`src/ooo_decode_pkg.sv`:
```
package ooo_decode_pkg;

  // datapath widths
  localparam int WORD_W     = 32;
  localparam int REG_ADDR_W = 5;
  // funct3 with instr[30] on top
  localparam int OP_W       = 4;

  // rv32 major opcodes handled by this stage
  typedef enum logic [6:0] {
    OP     = 7'b0110011,
    OP_IMM = 7'b0010011,
    LUI    = 7'b0110111,
    AUIPC  = 7'b0010111,
    LOAD   = 7'b0000011,
    STORE  = 7'b0100011
  } opcode_t;

  typedef enum logic [1:0] {
    FU_ARITH = 2'd0,
    FU_MUL   = 2'd1,
    FU_DIV   = 2'd2,
    FU_LS    = 2'd3
  } fu_type_t;

  typedef enum logic {
    SRC_A_RS1 = 1'b0,
    SRC_A_PC  = 1'b1
  } src_a_sel_t;

  // imm_i also covers the shift amount
  typedef enum logic [1:0] {
    SRC_B_RS2   = 2'd0,
    SRC_B_IMM_I = 2'd1,
    SRC_B_IMM_S = 2'd2,
    SRC_B_IMM_U = 2'd3
  } src_b_sel_t;

  // write-back port reservation table
  localparam int WB_SLOTS = 18;
  localparam int SLOT_W   = $clog2(WB_SLOTS);

  // cycles from issue to write-back per unit
  localparam int SLOT_ARITH    = 0;
  localparam int SLOT_MUL      = 3;
  localparam int SLOT_DIV      = 17;
  localparam int SLOT_DIV_FAST = 0;

endpackage

```
`src/instr_decoder.sv`:
```
`timescale 1ns/1ps

module instr_decoder
  import ooo_decode_pkg::*;
(
  input  logic                  CLK,
  input  logic                  nRST,
  input  logic                  in_valid,
  input  logic                  flush,
  input  logic [WORD_W-1:0]     instr,
  input  logic [WORD_W-1:0]     pc,
  input  logic [WORD_W-1:0]     rs1_data,
  input  logic [WORD_W-1:0]     rs2_data,
  output logic                  dec_valid,
  output logic [WORD_W-1:0]     dec_instr,
  output logic [WORD_W-1:0]     dec_pc,
  output logic [WORD_W-1:0]     dec_rs1,
  output logic [WORD_W-1:0]     dec_rs2,
  output fu_type_t              fu_type,
  output src_a_sel_t            src_a_sel,
  output src_b_sel_t            src_b_sel,
  output logic [OP_W-1:0]       op,
  output logic [REG_ADDR_W-1:0] rd,
  output logic                  is_load,
  output logic                  is_store
);

  opcode_t                 opcode;
  logic [2:0]              funct3;
  logic                    supported;
  logic                    zero_rs1;
  logic                    is_shift;
  fu_type_t                next_fu;
  src_a_sel_t              next_a_sel;
  src_b_sel_t              next_b_sel;
  logic [OP_W-1:0]         next_op;
  logic [REG_ADDR_W-1:0]   next_rd;
  logic                    next_load;
  logic                    next_store;

  assign opcode   = opcode_t'(instr[6:0]);
  assign funct3   = instr[14:12];
  // slli / srli / srai
  assign is_shift = (funct3 == 3'b001) || (funct3 == 3'b101);

  always_comb begin
    supported  = 1'b1;
    zero_rs1   = 1'b0;
    next_fu    = FU_ARITH;
    next_a_sel = SRC_A_RS1;
    next_b_sel = SRC_B_RS2;
    next_op    = {1'b0, funct3};
    next_rd    = instr[11:7];
    next_load  = 1'b0;
    next_store = 1'b0;
    case (opcode)
      OP: begin
        // funct7 == 1 selects the M extension
        if (instr[31:25] == 7'b0000001) begin
          next_fu = funct3[2] ? FU_DIV : FU_MUL;
        end else begin
          next_op = {instr[30], funct3};
        end
      end
      OP_IMM: begin
        next_b_sel = SRC_B_IMM_I;
        next_op    = {is_shift & instr[30], funct3};
      end
      LUI: begin
        // add of zero and the upper immediate
        zero_rs1   = 1'b1;
        next_b_sel = SRC_B_IMM_U;
        next_op    = '0;
      end
      AUIPC: begin
        next_a_sel = SRC_A_PC;
        next_b_sel = SRC_B_IMM_U;
        next_op    = '0;
      end
      LOAD: begin
        next_fu    = FU_LS;
        next_b_sel = SRC_B_IMM_I;
        next_load  = 1'b1;
      end
      STORE: begin
        next_fu    = FU_LS;
        next_b_sel = SRC_B_IMM_S;
        next_rd    = '0;
        next_store = 1'b1;
      end
      default: supported = 1'b0;
    endcase
  end

  always_ff @(posedge CLK, negedge nRST) begin
    if (!nRST) begin
      dec_valid <= 1'b0;
    end else begin
      dec_valid <= in_valid & supported & ~flush;
    end
  end

  // decoded payload, qualified by dec_valid
  always_ff @(posedge CLK) begin
    if (in_valid) begin
      dec_instr <= instr;
      dec_pc    <= pc;
      dec_rs1   <= zero_rs1 ? '0 : rs1_data;
      dec_rs2   <= rs2_data;
      fu_type   <= next_fu;
      src_a_sel <= next_a_sel;
      src_b_sel <= next_b_sel;
      op        <= next_op;
      rd        <= next_rd;
      is_load   <= next_load;
      is_store  <= next_store;
    end
  end

endmodule

```
`src/operand_select.sv`:
```
`timescale 1ns/1ps

module operand_select
  import ooo_decode_pkg::*;
(
  input  logic [WORD_W-1:0] dec_instr,
  input  logic [WORD_W-1:0] dec_pc,
  input  logic [WORD_W-1:0] dec_rs1,
  input  logic [WORD_W-1:0] dec_rs2,
  input  src_a_sel_t        src_a_sel,
  input  src_b_sel_t        src_b_sel,
  output logic [WORD_W-1:0] source_a,
  output logic [WORD_W-1:0] source_b,
  output logic [WORD_W-1:0] store_data
);

  logic [WORD_W-1:0] imm_i_ext;
  logic [WORD_W-1:0] imm_s_ext;
  logic [WORD_W-1:0] imm_u;
  logic [WORD_W-1:0] shamt;
  logic [WORD_W-1:0] imm_or_shamt;
  logic              shift_imm;

  // sign extended immediates
  assign imm_i_ext = {{(WORD_W-12){dec_instr[31]}}, dec_instr[31:20]};
  assign imm_s_ext = {{(WORD_W-12){dec_instr[31]}}, dec_instr[31:25], dec_instr[11:7]};
  assign imm_u     = {dec_instr[31:12], 12'b0};
  assign shamt     = {{(WORD_W-5){1'b0}}, dec_instr[24:20]};

  // shift-immediate forms carry funct7 in the upper bits
  assign shift_imm = (dec_instr[6:0] == OP_IMM) &&
                     ((dec_instr[14:12] == 3'b001) || (dec_instr[14:12] == 3'b101));
  assign imm_or_shamt = shift_imm ? shamt : imm_i_ext;

  always_comb begin
    case (src_a_sel)
      SRC_A_PC: source_a = dec_pc;
      default:  source_a = dec_rs1;
    endcase
  end

  always_comb begin
    case (src_b_sel)
      SRC_B_IMM_I: source_b = imm_or_shamt;
      SRC_B_IMM_S: source_b = imm_s_ext;
      SRC_B_IMM_U: source_b = imm_u;
      default:     source_b = dec_rs2;
    endcase
  end

  assign store_data = dec_rs2;

endmodule

```
`src/wb_slot_tracker.sv`:
```
`timescale 1ns/1ps

module wb_slot_tracker
  import ooo_decode_pkg::*;
(
  input  logic              CLK,
  input  logic              nRST,
  input  logic              dec_valid,
  input  logic              flush,
  input  fu_type_t          fu_type,
  input  logic [WORD_W-1:0] source_a,
  input  logic [WORD_W-1:0] source_b,
  output logic              conflict
);

  logic [WB_SLOTS-1:0] resv_q;
  logic [WB_SLOTS-1:0] resv_next;
  logic [SLOT_W-1:0]   slot;
  logic                has_slot;
  logic                div_fast;

  // overflow and divide by zero finish early
  assign div_fast = (source_a == {1'b1, {(WORD_W-1){1'b0}}}) ||
                    (source_b == '0) || (source_b == '1);

  always_comb begin
    has_slot = 1'b1;
    case (fu_type)
      FU_ARITH: slot = SLOT_W'(SLOT_ARITH);
      FU_MUL:   slot = SLOT_W'(SLOT_MUL);
      FU_DIV:   slot = div_fast ? SLOT_W'(SLOT_DIV_FAST) : SLOT_W'(SLOT_DIV);
      default: begin
        // load/store has its own write-back path
        slot     = '0;
        has_slot = 1'b0;
      end
    endcase
  end

  assign conflict = dec_valid & has_slot & resv_q[slot];

  always_comb begin
    resv_next = resv_q;
    if (dec_valid && !flush && has_slot && !resv_q[slot]) begin
      resv_next[slot] = 1'b1;
    end
  end

  always_ff @(posedge CLK, negedge nRST) begin
    if (!nRST) begin
      resv_q <= '0;
    end else begin
      resv_q <= resv_next >> 1;
    end
  end

endmodule

```
`src/issue_latch.sv`:
```
`timescale 1ns/1ps

module issue_latch
  import ooo_decode_pkg::*;
(
  input  logic                  CLK,
  input  logic                  nRST,
  input  logic                  dec_valid,
  input  logic                  flush,
  input  logic                  conflict,
  input  logic                  is_load,
  input  logic                  is_store,
  input  fu_type_t              fu_type,
  input  logic [WORD_W-1:0]     source_a,
  input  logic [WORD_W-1:0]     source_b,
  input  logic [WORD_W-1:0]     store_data,
  input  logic [WORD_W-1:0]     dec_pc,
  input  logic [OP_W-1:0]       op,
  input  logic [REG_ADDR_W-1:0] rd,
  output logic                  arith_valid,
  output logic                  mul_valid,
  output logic                  div_valid,
  output logic                  ls_valid,
  output logic                  replay,
  output logic                  ls_load,
  output logic                  ls_store,
  output logic [WORD_W-1:0]     port_a,
  output logic [WORD_W-1:0]     port_b,
  output logic [WORD_W-1:0]     st_data,
  output logic [WORD_W-1:0]     issue_pc,
  output logic [OP_W-1:0]       issue_op,
  output logic [REG_ADDR_W-1:0] issue_rd
);

  logic live;
  logic issue;

  assign live  = dec_valid & ~flush;
  assign issue = live & ~conflict;

  // one-cycle strobes
  always_ff @(posedge CLK, negedge nRST) begin
    if (!nRST) begin
      arith_valid <= 1'b0;
      mul_valid   <= 1'b0;
      div_valid   <= 1'b0;
      ls_valid    <= 1'b0;
      replay      <= 1'b0;
    end else begin
      arith_valid <= issue && (fu_type == FU_ARITH);
      mul_valid   <= issue && (fu_type == FU_MUL);
      div_valid   <= issue && (fu_type == FU_DIV);
      ls_valid    <= issue && (fu_type == FU_LS);
      replay      <= live & conflict;
    end
  end

  // payload only moves on an issue
  always_ff @(posedge CLK) begin
    if (issue) begin
      ls_load  <= is_load;
      ls_store <= is_store;
      port_a   <= source_a;
      port_b   <= source_b;
      st_data  <= store_data;
      issue_pc <= dec_pc;
      issue_op <= op;
      issue_rd <= rd;
    end
  end

endmodule

```
`src/ooo_decode_stage.sv`:
```
`timescale 1ns/1ps

module ooo_decode_stage
  import ooo_decode_pkg::*;
(
  input  logic                  CLK,
  input  logic                  nRST,
  input  logic                  in_valid,
  input  logic                  flush,
  input  logic [WORD_W-1:0]     instr,
  input  logic [WORD_W-1:0]     pc,
  input  logic [WORD_W-1:0]     rs1_data,
  input  logic [WORD_W-1:0]     rs2_data,
  output logic                  arith_valid,
  output logic                  mul_valid,
  output logic                  div_valid,
  output logic                  ls_valid,
  output logic                  replay,
  output logic                  ls_load,
  output logic                  ls_store,
  output logic [WORD_W-1:0]     port_a,
  output logic [WORD_W-1:0]     port_b,
  output logic [WORD_W-1:0]     st_data,
  output logic [WORD_W-1:0]     issue_pc,
  output logic [OP_W-1:0]       issue_op,
  output logic [REG_ADDR_W-1:0] issue_rd
);

  // stage 1 to stage 2
  logic                  dec_valid;
  logic [WORD_W-1:0]     dec_instr;
  logic [WORD_W-1:0]     dec_pc;
  logic [WORD_W-1:0]     dec_rs1;
  logic [WORD_W-1:0]     dec_rs2;
  fu_type_t              fu_type;
  src_a_sel_t            src_a_sel;
  src_b_sel_t            src_b_sel;
  logic [OP_W-1:0]       op;
  logic [REG_ADDR_W-1:0] rd;
  logic                  is_load;
  logic                  is_store;

  // stage 2 internals
  logic [WORD_W-1:0]     source_a;
  logic [WORD_W-1:0]     source_b;
  logic [WORD_W-1:0]     store_data;
  logic                  conflict;

  instr_decoder u_decoder (
    .CLK       (CLK),
    .nRST      (nRST),
    .in_valid  (in_valid),
    .flush     (flush),
    .instr     (instr),
    .pc        (pc),
    .rs1_data  (rs1_data),
    .rs2_data  (rs2_data),
    .dec_valid (dec_valid),
    .dec_instr (dec_instr),
    .dec_pc    (dec_pc),
    .dec_rs1   (dec_rs1),
    .dec_rs2   (dec_rs2),
    .fu_type   (fu_type),
    .src_a_sel (src_a_sel),
    .src_b_sel (src_b_sel),
    .op        (op),
    .rd        (rd),
    .is_load   (is_load),
    .is_store  (is_store)
  );

  operand_select u_operands (
    .dec_instr  (dec_instr),
    .dec_pc     (dec_pc),
    .dec_rs1    (dec_rs1),
    .dec_rs2    (dec_rs2),
    .src_a_sel  (src_a_sel),
    .src_b_sel  (src_b_sel),
    .source_a   (source_a),
    .source_b   (source_b),
    .store_data (store_data)
  );

  wb_slot_tracker u_wb_slots (
    .CLK       (CLK),
    .nRST      (nRST),
    .dec_valid (dec_valid),
    .flush     (flush),
    .fu_type   (fu_type),
    .source_a  (source_a),
    .source_b  (source_b),
    .conflict  (conflict)
  );

  issue_latch u_issue (
    .CLK         (CLK),
    .nRST        (nRST),
    .dec_valid   (dec_valid),
    .flush       (flush),
    .conflict    (conflict),
    .is_load     (is_load),
    .is_store    (is_store),
    .fu_type     (fu_type),
    .source_a    (source_a),
    .source_b    (source_b),
    .store_data  (store_data),
    .dec_pc      (dec_pc),
    .op          (op),
    .rd          (rd),
    .arith_valid (arith_valid),
    .mul_valid   (mul_valid),
    .div_valid   (div_valid),
    .ls_valid    (ls_valid),
    .replay      (replay),
    .ls_load     (ls_load),
    .ls_store    (ls_store),
    .port_a      (port_a),
    .port_b      (port_b),
    .st_data     (st_data),
    .issue_pc    (issue_pc),
    .issue_op    (issue_op),
    .issue_rd    (issue_rd)
  );

endmodule

```
`config.mk`:
```
export PLATFORM = sky130hd
export DESIGN_NAME = ooo_decode_stage
export DESIGN_NICKNAME = d
export VERILOG_FILES = /design/src/ooo_decode_pkg.sv /design/src/instr_decoder.sv /design/src/operand_select.sv /design/src/wb_slot_tracker.sv /design/src/issue_latch.sv /design/src/ooo_decode_stage.sv
export SDC_FILE = /design/constraint.sdc
export NUM_CORES = 1
export LEC_CHECK = 0
export ABC_AREA = 1
export BUFFER_PORTS_ARGS = -buffer_cell sky130_fd_sc_hd__buf_2
export CAP_MARGIN = 20
export CORE_ASPECT_RATIO = 1.5
export CORE_MARGIN = 1
export CORE_UTILIZATION = 50
export DETAILED_ROUTE_END_ITERATION = 12
export GPL_TIMING_DRIVEN = 1
export HOLD_SLACK_MARGIN = 0.06
export PLACE_DENSITY = 0.75
export SLEW_MARGIN = 20
export SYNTH_ARGS = -nofsm -noshare
export SYNTH_HDL_FRONTEND = slang
export SYNTH_HIERARCHICAL = 1
export SYNTH_SLANG_ARGS = --single-unit
```
`constraint.sdc`:
```
create_clock -name CLK -period 5.9 [get_ports CLK]
set_input_delay 1.18 -clock CLK [delete_from_list [all_inputs] [get_ports CLK]]
set_output_delay 1.18 -clock CLK [all_outputs]
set_load 0.005 [all_outputs]
```
==> impl_metrics.toml <==
[setup_path]
cpLargestDelayFamily = "simple AND/OR/NAND/NOR gates"
critPathCaptureType = "register"
worst_setup_path_start_kind = "register"
timing.critical_path.cells = "inv_1 > nor2_1 > nand3_2 > nand3_1 > nand2_1 > nor2_1 > nand2_1 > nor2_1 > a21oi_1 > nand2_4 > nand3_1 > nand3b_4 > a21oi_2 > inv_2 > nand3_2 > inv_6 > buf_12"
worstSetupPathType = "reg2reg"
cp_data_arrival_time_ps = 4620
path_common_cell = "sky130_fd_sc_hd__nor2_1"
worstPathRequired_ps = 6110
path_max_fanout = 84
path_buf_inv = 4
worst_path_largest_cell_delay_ps = 600
master_of_the_slowest_instance_on_the_critical_path = "sky130_fd_sc_hd__inv_6"

[route]
drt_wl_total_um = 24610
drt_first_pass_iters = 5
via_per_inst = 5.124
dr_total_vias = 6815
route.detailed.drc = 0
final_antenna_net_count = 0
drt_iter0_drc = 377
routed_wire_length_per_instance_um = 18.50

[placement]
dpl_worst_slack_ps = 1480
finalWeightedCongestion = 0.8876
dp_hpwl_um = 17290
port_buffers = 275
postPlaceCellArea_mm2 = 0.01306

[worst_hold_path]
min_path_type = "reg2reg"

[cts]
cts_resized = 0
post_cts.repair.setup_buffers = 0
ctsHoldBuffers = 0
tritoncts_clock_tree = "yes"
clkTransAtPathRegs_ps = 60
tritoncts_num_sinks = 306
cts.htree.levels = 1
clk_path_buf_depth = 3
cts_inserted_buffers = 29
clock_root_buffer = "sky130_fd_sc_hd__clkbuf_16"
clk-insertion-delay-late_ps = 540

[floorplan]
floorplan.die.height_um = 189.0
fp.dieW_um = 126.6
io_pins = 276
start_util_pct = 50.72
fp.coreArea_mm2 = 0.02297
fp.dieArea_mm2 = 0.02393
rows = 68

[logic_synthesis]
ys_warn_count = 6
avgSynthCellArea_um2 = 15.23
number_of_nets_produced_by_synthesis = 901
combined_area_of_all_synthesized_cells_mm2 = 0.01165
syn-instance-count = 765
yosysSeqAreaShare_pct = 77.88
ys_seq_elements = 306
synth.distinct_cells = 31

[final_layout]
layout.filler_cells = 1744
finish.net_count = 1159
share_of_post_route_cells_with_drive_strength_above_1_pct = 38.70
layout.cell_area.non_filler_mm2 = 0.01408
layout_commonest_cell = "sky130_fd_sc_hd__edfxtp_1"
layout.cells.most_common_list = "sky130_fd_sc_hd__edfxtp_1, sky130_fd_sc_hd__buf_2, sky130_fd_sc_hd__nand2_1"
area.growth.synth_to_final_pct = 20.82

[pwr]
vdd_drop_max_uv = 264.2
p_leak_nw = 5.656
finalPower_mw = 4.681
powerDensity_mw_per_mm2 = 332.6

[sta]
final-hold-violation-count = 0
report.final.setup_viol = 0
grt_setup_unrepaired = "no"
holdWs_ps = 351.7
achievable-frequency_mhz = 226.8
final.period_utilization_pct = 74.73
final_period_minus_worst_setup_slack_ps = 4409
worst_slew_margin_rel_pct = 34.97
finalSetupTns_ps = 0
worst-slew-pin-transition_ps = 975.4
worst_slack_ps = 1491
fin_skew_ps = 10.99
drv_slew = 0

[global_route]
grt-ovfl-total = 0
grt_start_max_net_pins = 101
grt_pass1_wl_um = 36580
globalRouteTotalUtil_pct = 20.38
grt_pass1_vias = 6981
antenna_found_initial = 6

[status]
outcome = "finished clean"

[flow_run]
maximum_capacitance_violations = 0
==> power by group <==
group | internal, mW | switching [mW]
sequential | 2.48 | 0.0448
combinational | 0.0974 | 0.145
clock | 1.14 | 0.783
total | 3.71 | 0.973
==> state kept, by name, indices dropped and copies added (netlist names), 2 cells and up <==
signal	flops
u_decoder/src_b_sel	2
u_wb_slots/resv_q	17
u_issue/port_b	32
u_decoder/dec_rs1	32
u_issue/issue_op	4
u_decoder/dec_pc	32
u_decoder/fu_type	2
u_issue/issue_pc	32
u_issue/issue_rd	5
u_issue/port_a	32
u_issue/st_data	32
u_decoder/dec_instr	32
u_decoder/op	4
u_decoder/rd	5
u_decoder/dec_rs2	32
==> cells by family (layout without fill, tap and decap cells) <==
group	after synthesis	after routing	share of synthesized area, %
flops	306	306	77.88
simple gates	273	273	10.18
buf+inv	95	374	4.693
compound gates	55	55	3.726
mux	32	32	3.093
fa+ha+maj	4	4	0.4296
other cells	0	6	0
==> worst register-to-register path: cells and delay by family, from the launching register on <==
| kind | cells | cell delay (ps) |
|---|---|---|
| buf+inv | 4 | 1110 |
| simple gates | 11 | 2290 |
| flops | 1 | 410 |
| compound gates | 2 | 230 |
==> final timing paths <==
kind | end | slack, ps | startpoint | depth (start not counted)
max in group asynchronous | u_wb_slots/resv_q[0] | 4980 | nRST | 1
min in group asynchronous | u_issue/replay | 590 | nRST | 1
worst max register to register | u_issue/port_b[4] | 1490 | u_decoder/src_b_sel[0] | 17
worst min register to register | u_wb_slots/resv_q[8] | 350 | u_wb_slots/resv_q[9] | 0
worst max-delay path | u_issue/port_b[4] | 1490 | u_decoder/src_b_sel[0] | 17
worst min-delay path | u_wb_slots/resv_q[8] | 350 | u_wb_slots/resv_q[9] | 0
==> routing by layer <==
metal / GRT usage (%) / up-vias / wire length, um
met5: 0 / - / 0
met4: 8.434 / 0 / 833
li1: - / 3199 / -
met3: 5.454 / 58 / 1979
met2: 39.06 / 295 / 13350
met1: 20.47 / 3263 / 8448
==> synth_stat cells <==
library cell,count,area [um^2]
sky130_fd_sc_hd__dfrtp_1,23,575.6
sky130_fd_sc_hd__clkbuf_1,2,7.510
sky130_fd_sc_hd__nand3b_4,1,20.02
sky130_fd_sc_hd__a21oi_1,21,105.1
sky130_fd_sc_hd__o21ai_0,1,5.000
sky130_fd_sc_hd__a21boi_0,2,15.01
sky130_fd_sc_hd__nand2_4,1,11.26
sky130_fd_sc_hd__inv_1,36,135.1
sky130_fd_sc_hd__nor2_1,84,315.3
sky130_fd_sc_hd__buf_6,5,56.30
sky130_fd_sc_hd__edfxtp_1,283,8498
sky130_fd_sc_hd__buf_4,38,285.3
sky130_fd_sc_hd__nor2_2,4,25.02
sky130_fd_sc_hd__a21boi_1,10,75.07
sky130_fd_sc_hd__nand3_1,45,225.2
sky130_fd_sc_hd__mux2_2,30,337.8
sky130_fd_sc_hd__nand2_1,122,457.9
sky130_fd_sc_hd__ha_1,4,50.05
sky130_fd_sc_hd__nor4_1,1,6.260
sky130_fd_sc_hd__buf_2,7,35.03
sky130_fd_sc_hd__nor2_4,1,11.26
sky130_fd_sc_hd__a21oi_2,1,8.760
sky130_fd_sc_hd__inv_2,6,22.52
sky130_fd_sc_hd__nand2_2,1,6.260
sky130_fd_sc_hd__nor3_4,1,16.27
sky130_fd_sc_hd__nor3_1,2,10.01
sky130_fd_sc_hd__nand4_1,5,31.28
sky130_fd_sc_hd__a21boi_2,20,225.2
sky130_fd_sc_hd__clkbuf_2,1,5.000
sky130_fd_sc_hd__mux2_1,2,22.52
sky130_fd_sc_hd__nand3_2,5,50.05
==> through the flow <==
step | utilization [%] | cells
global route | 61.21 | 1324
global placement | 56.82 | 1272
CTS | 61.21 | 1324
finish | 61.28 | 1330
detailed placement | 56.83 | 1272
floorplan | - | 765
==> layout make-up <==
type | instances | area, um^2 | share of cell area (%)
multi-input cells | 364 | 2036 | 14.46
diodes | 6 | 15.01 | 0.1067
inverters | 42 | 162.7 | 1.155
repair buffers | 280 | 1433 | 10.18
clock inverters | 17 | 175.2 | 1.244
flip-flops and latches | 306 | 9074 | 64.46
clock buffers | 35 | 832.0 | 5.911
well taps | 280 | 350.3 | 2.489
(Power assumes the default switching activity.)
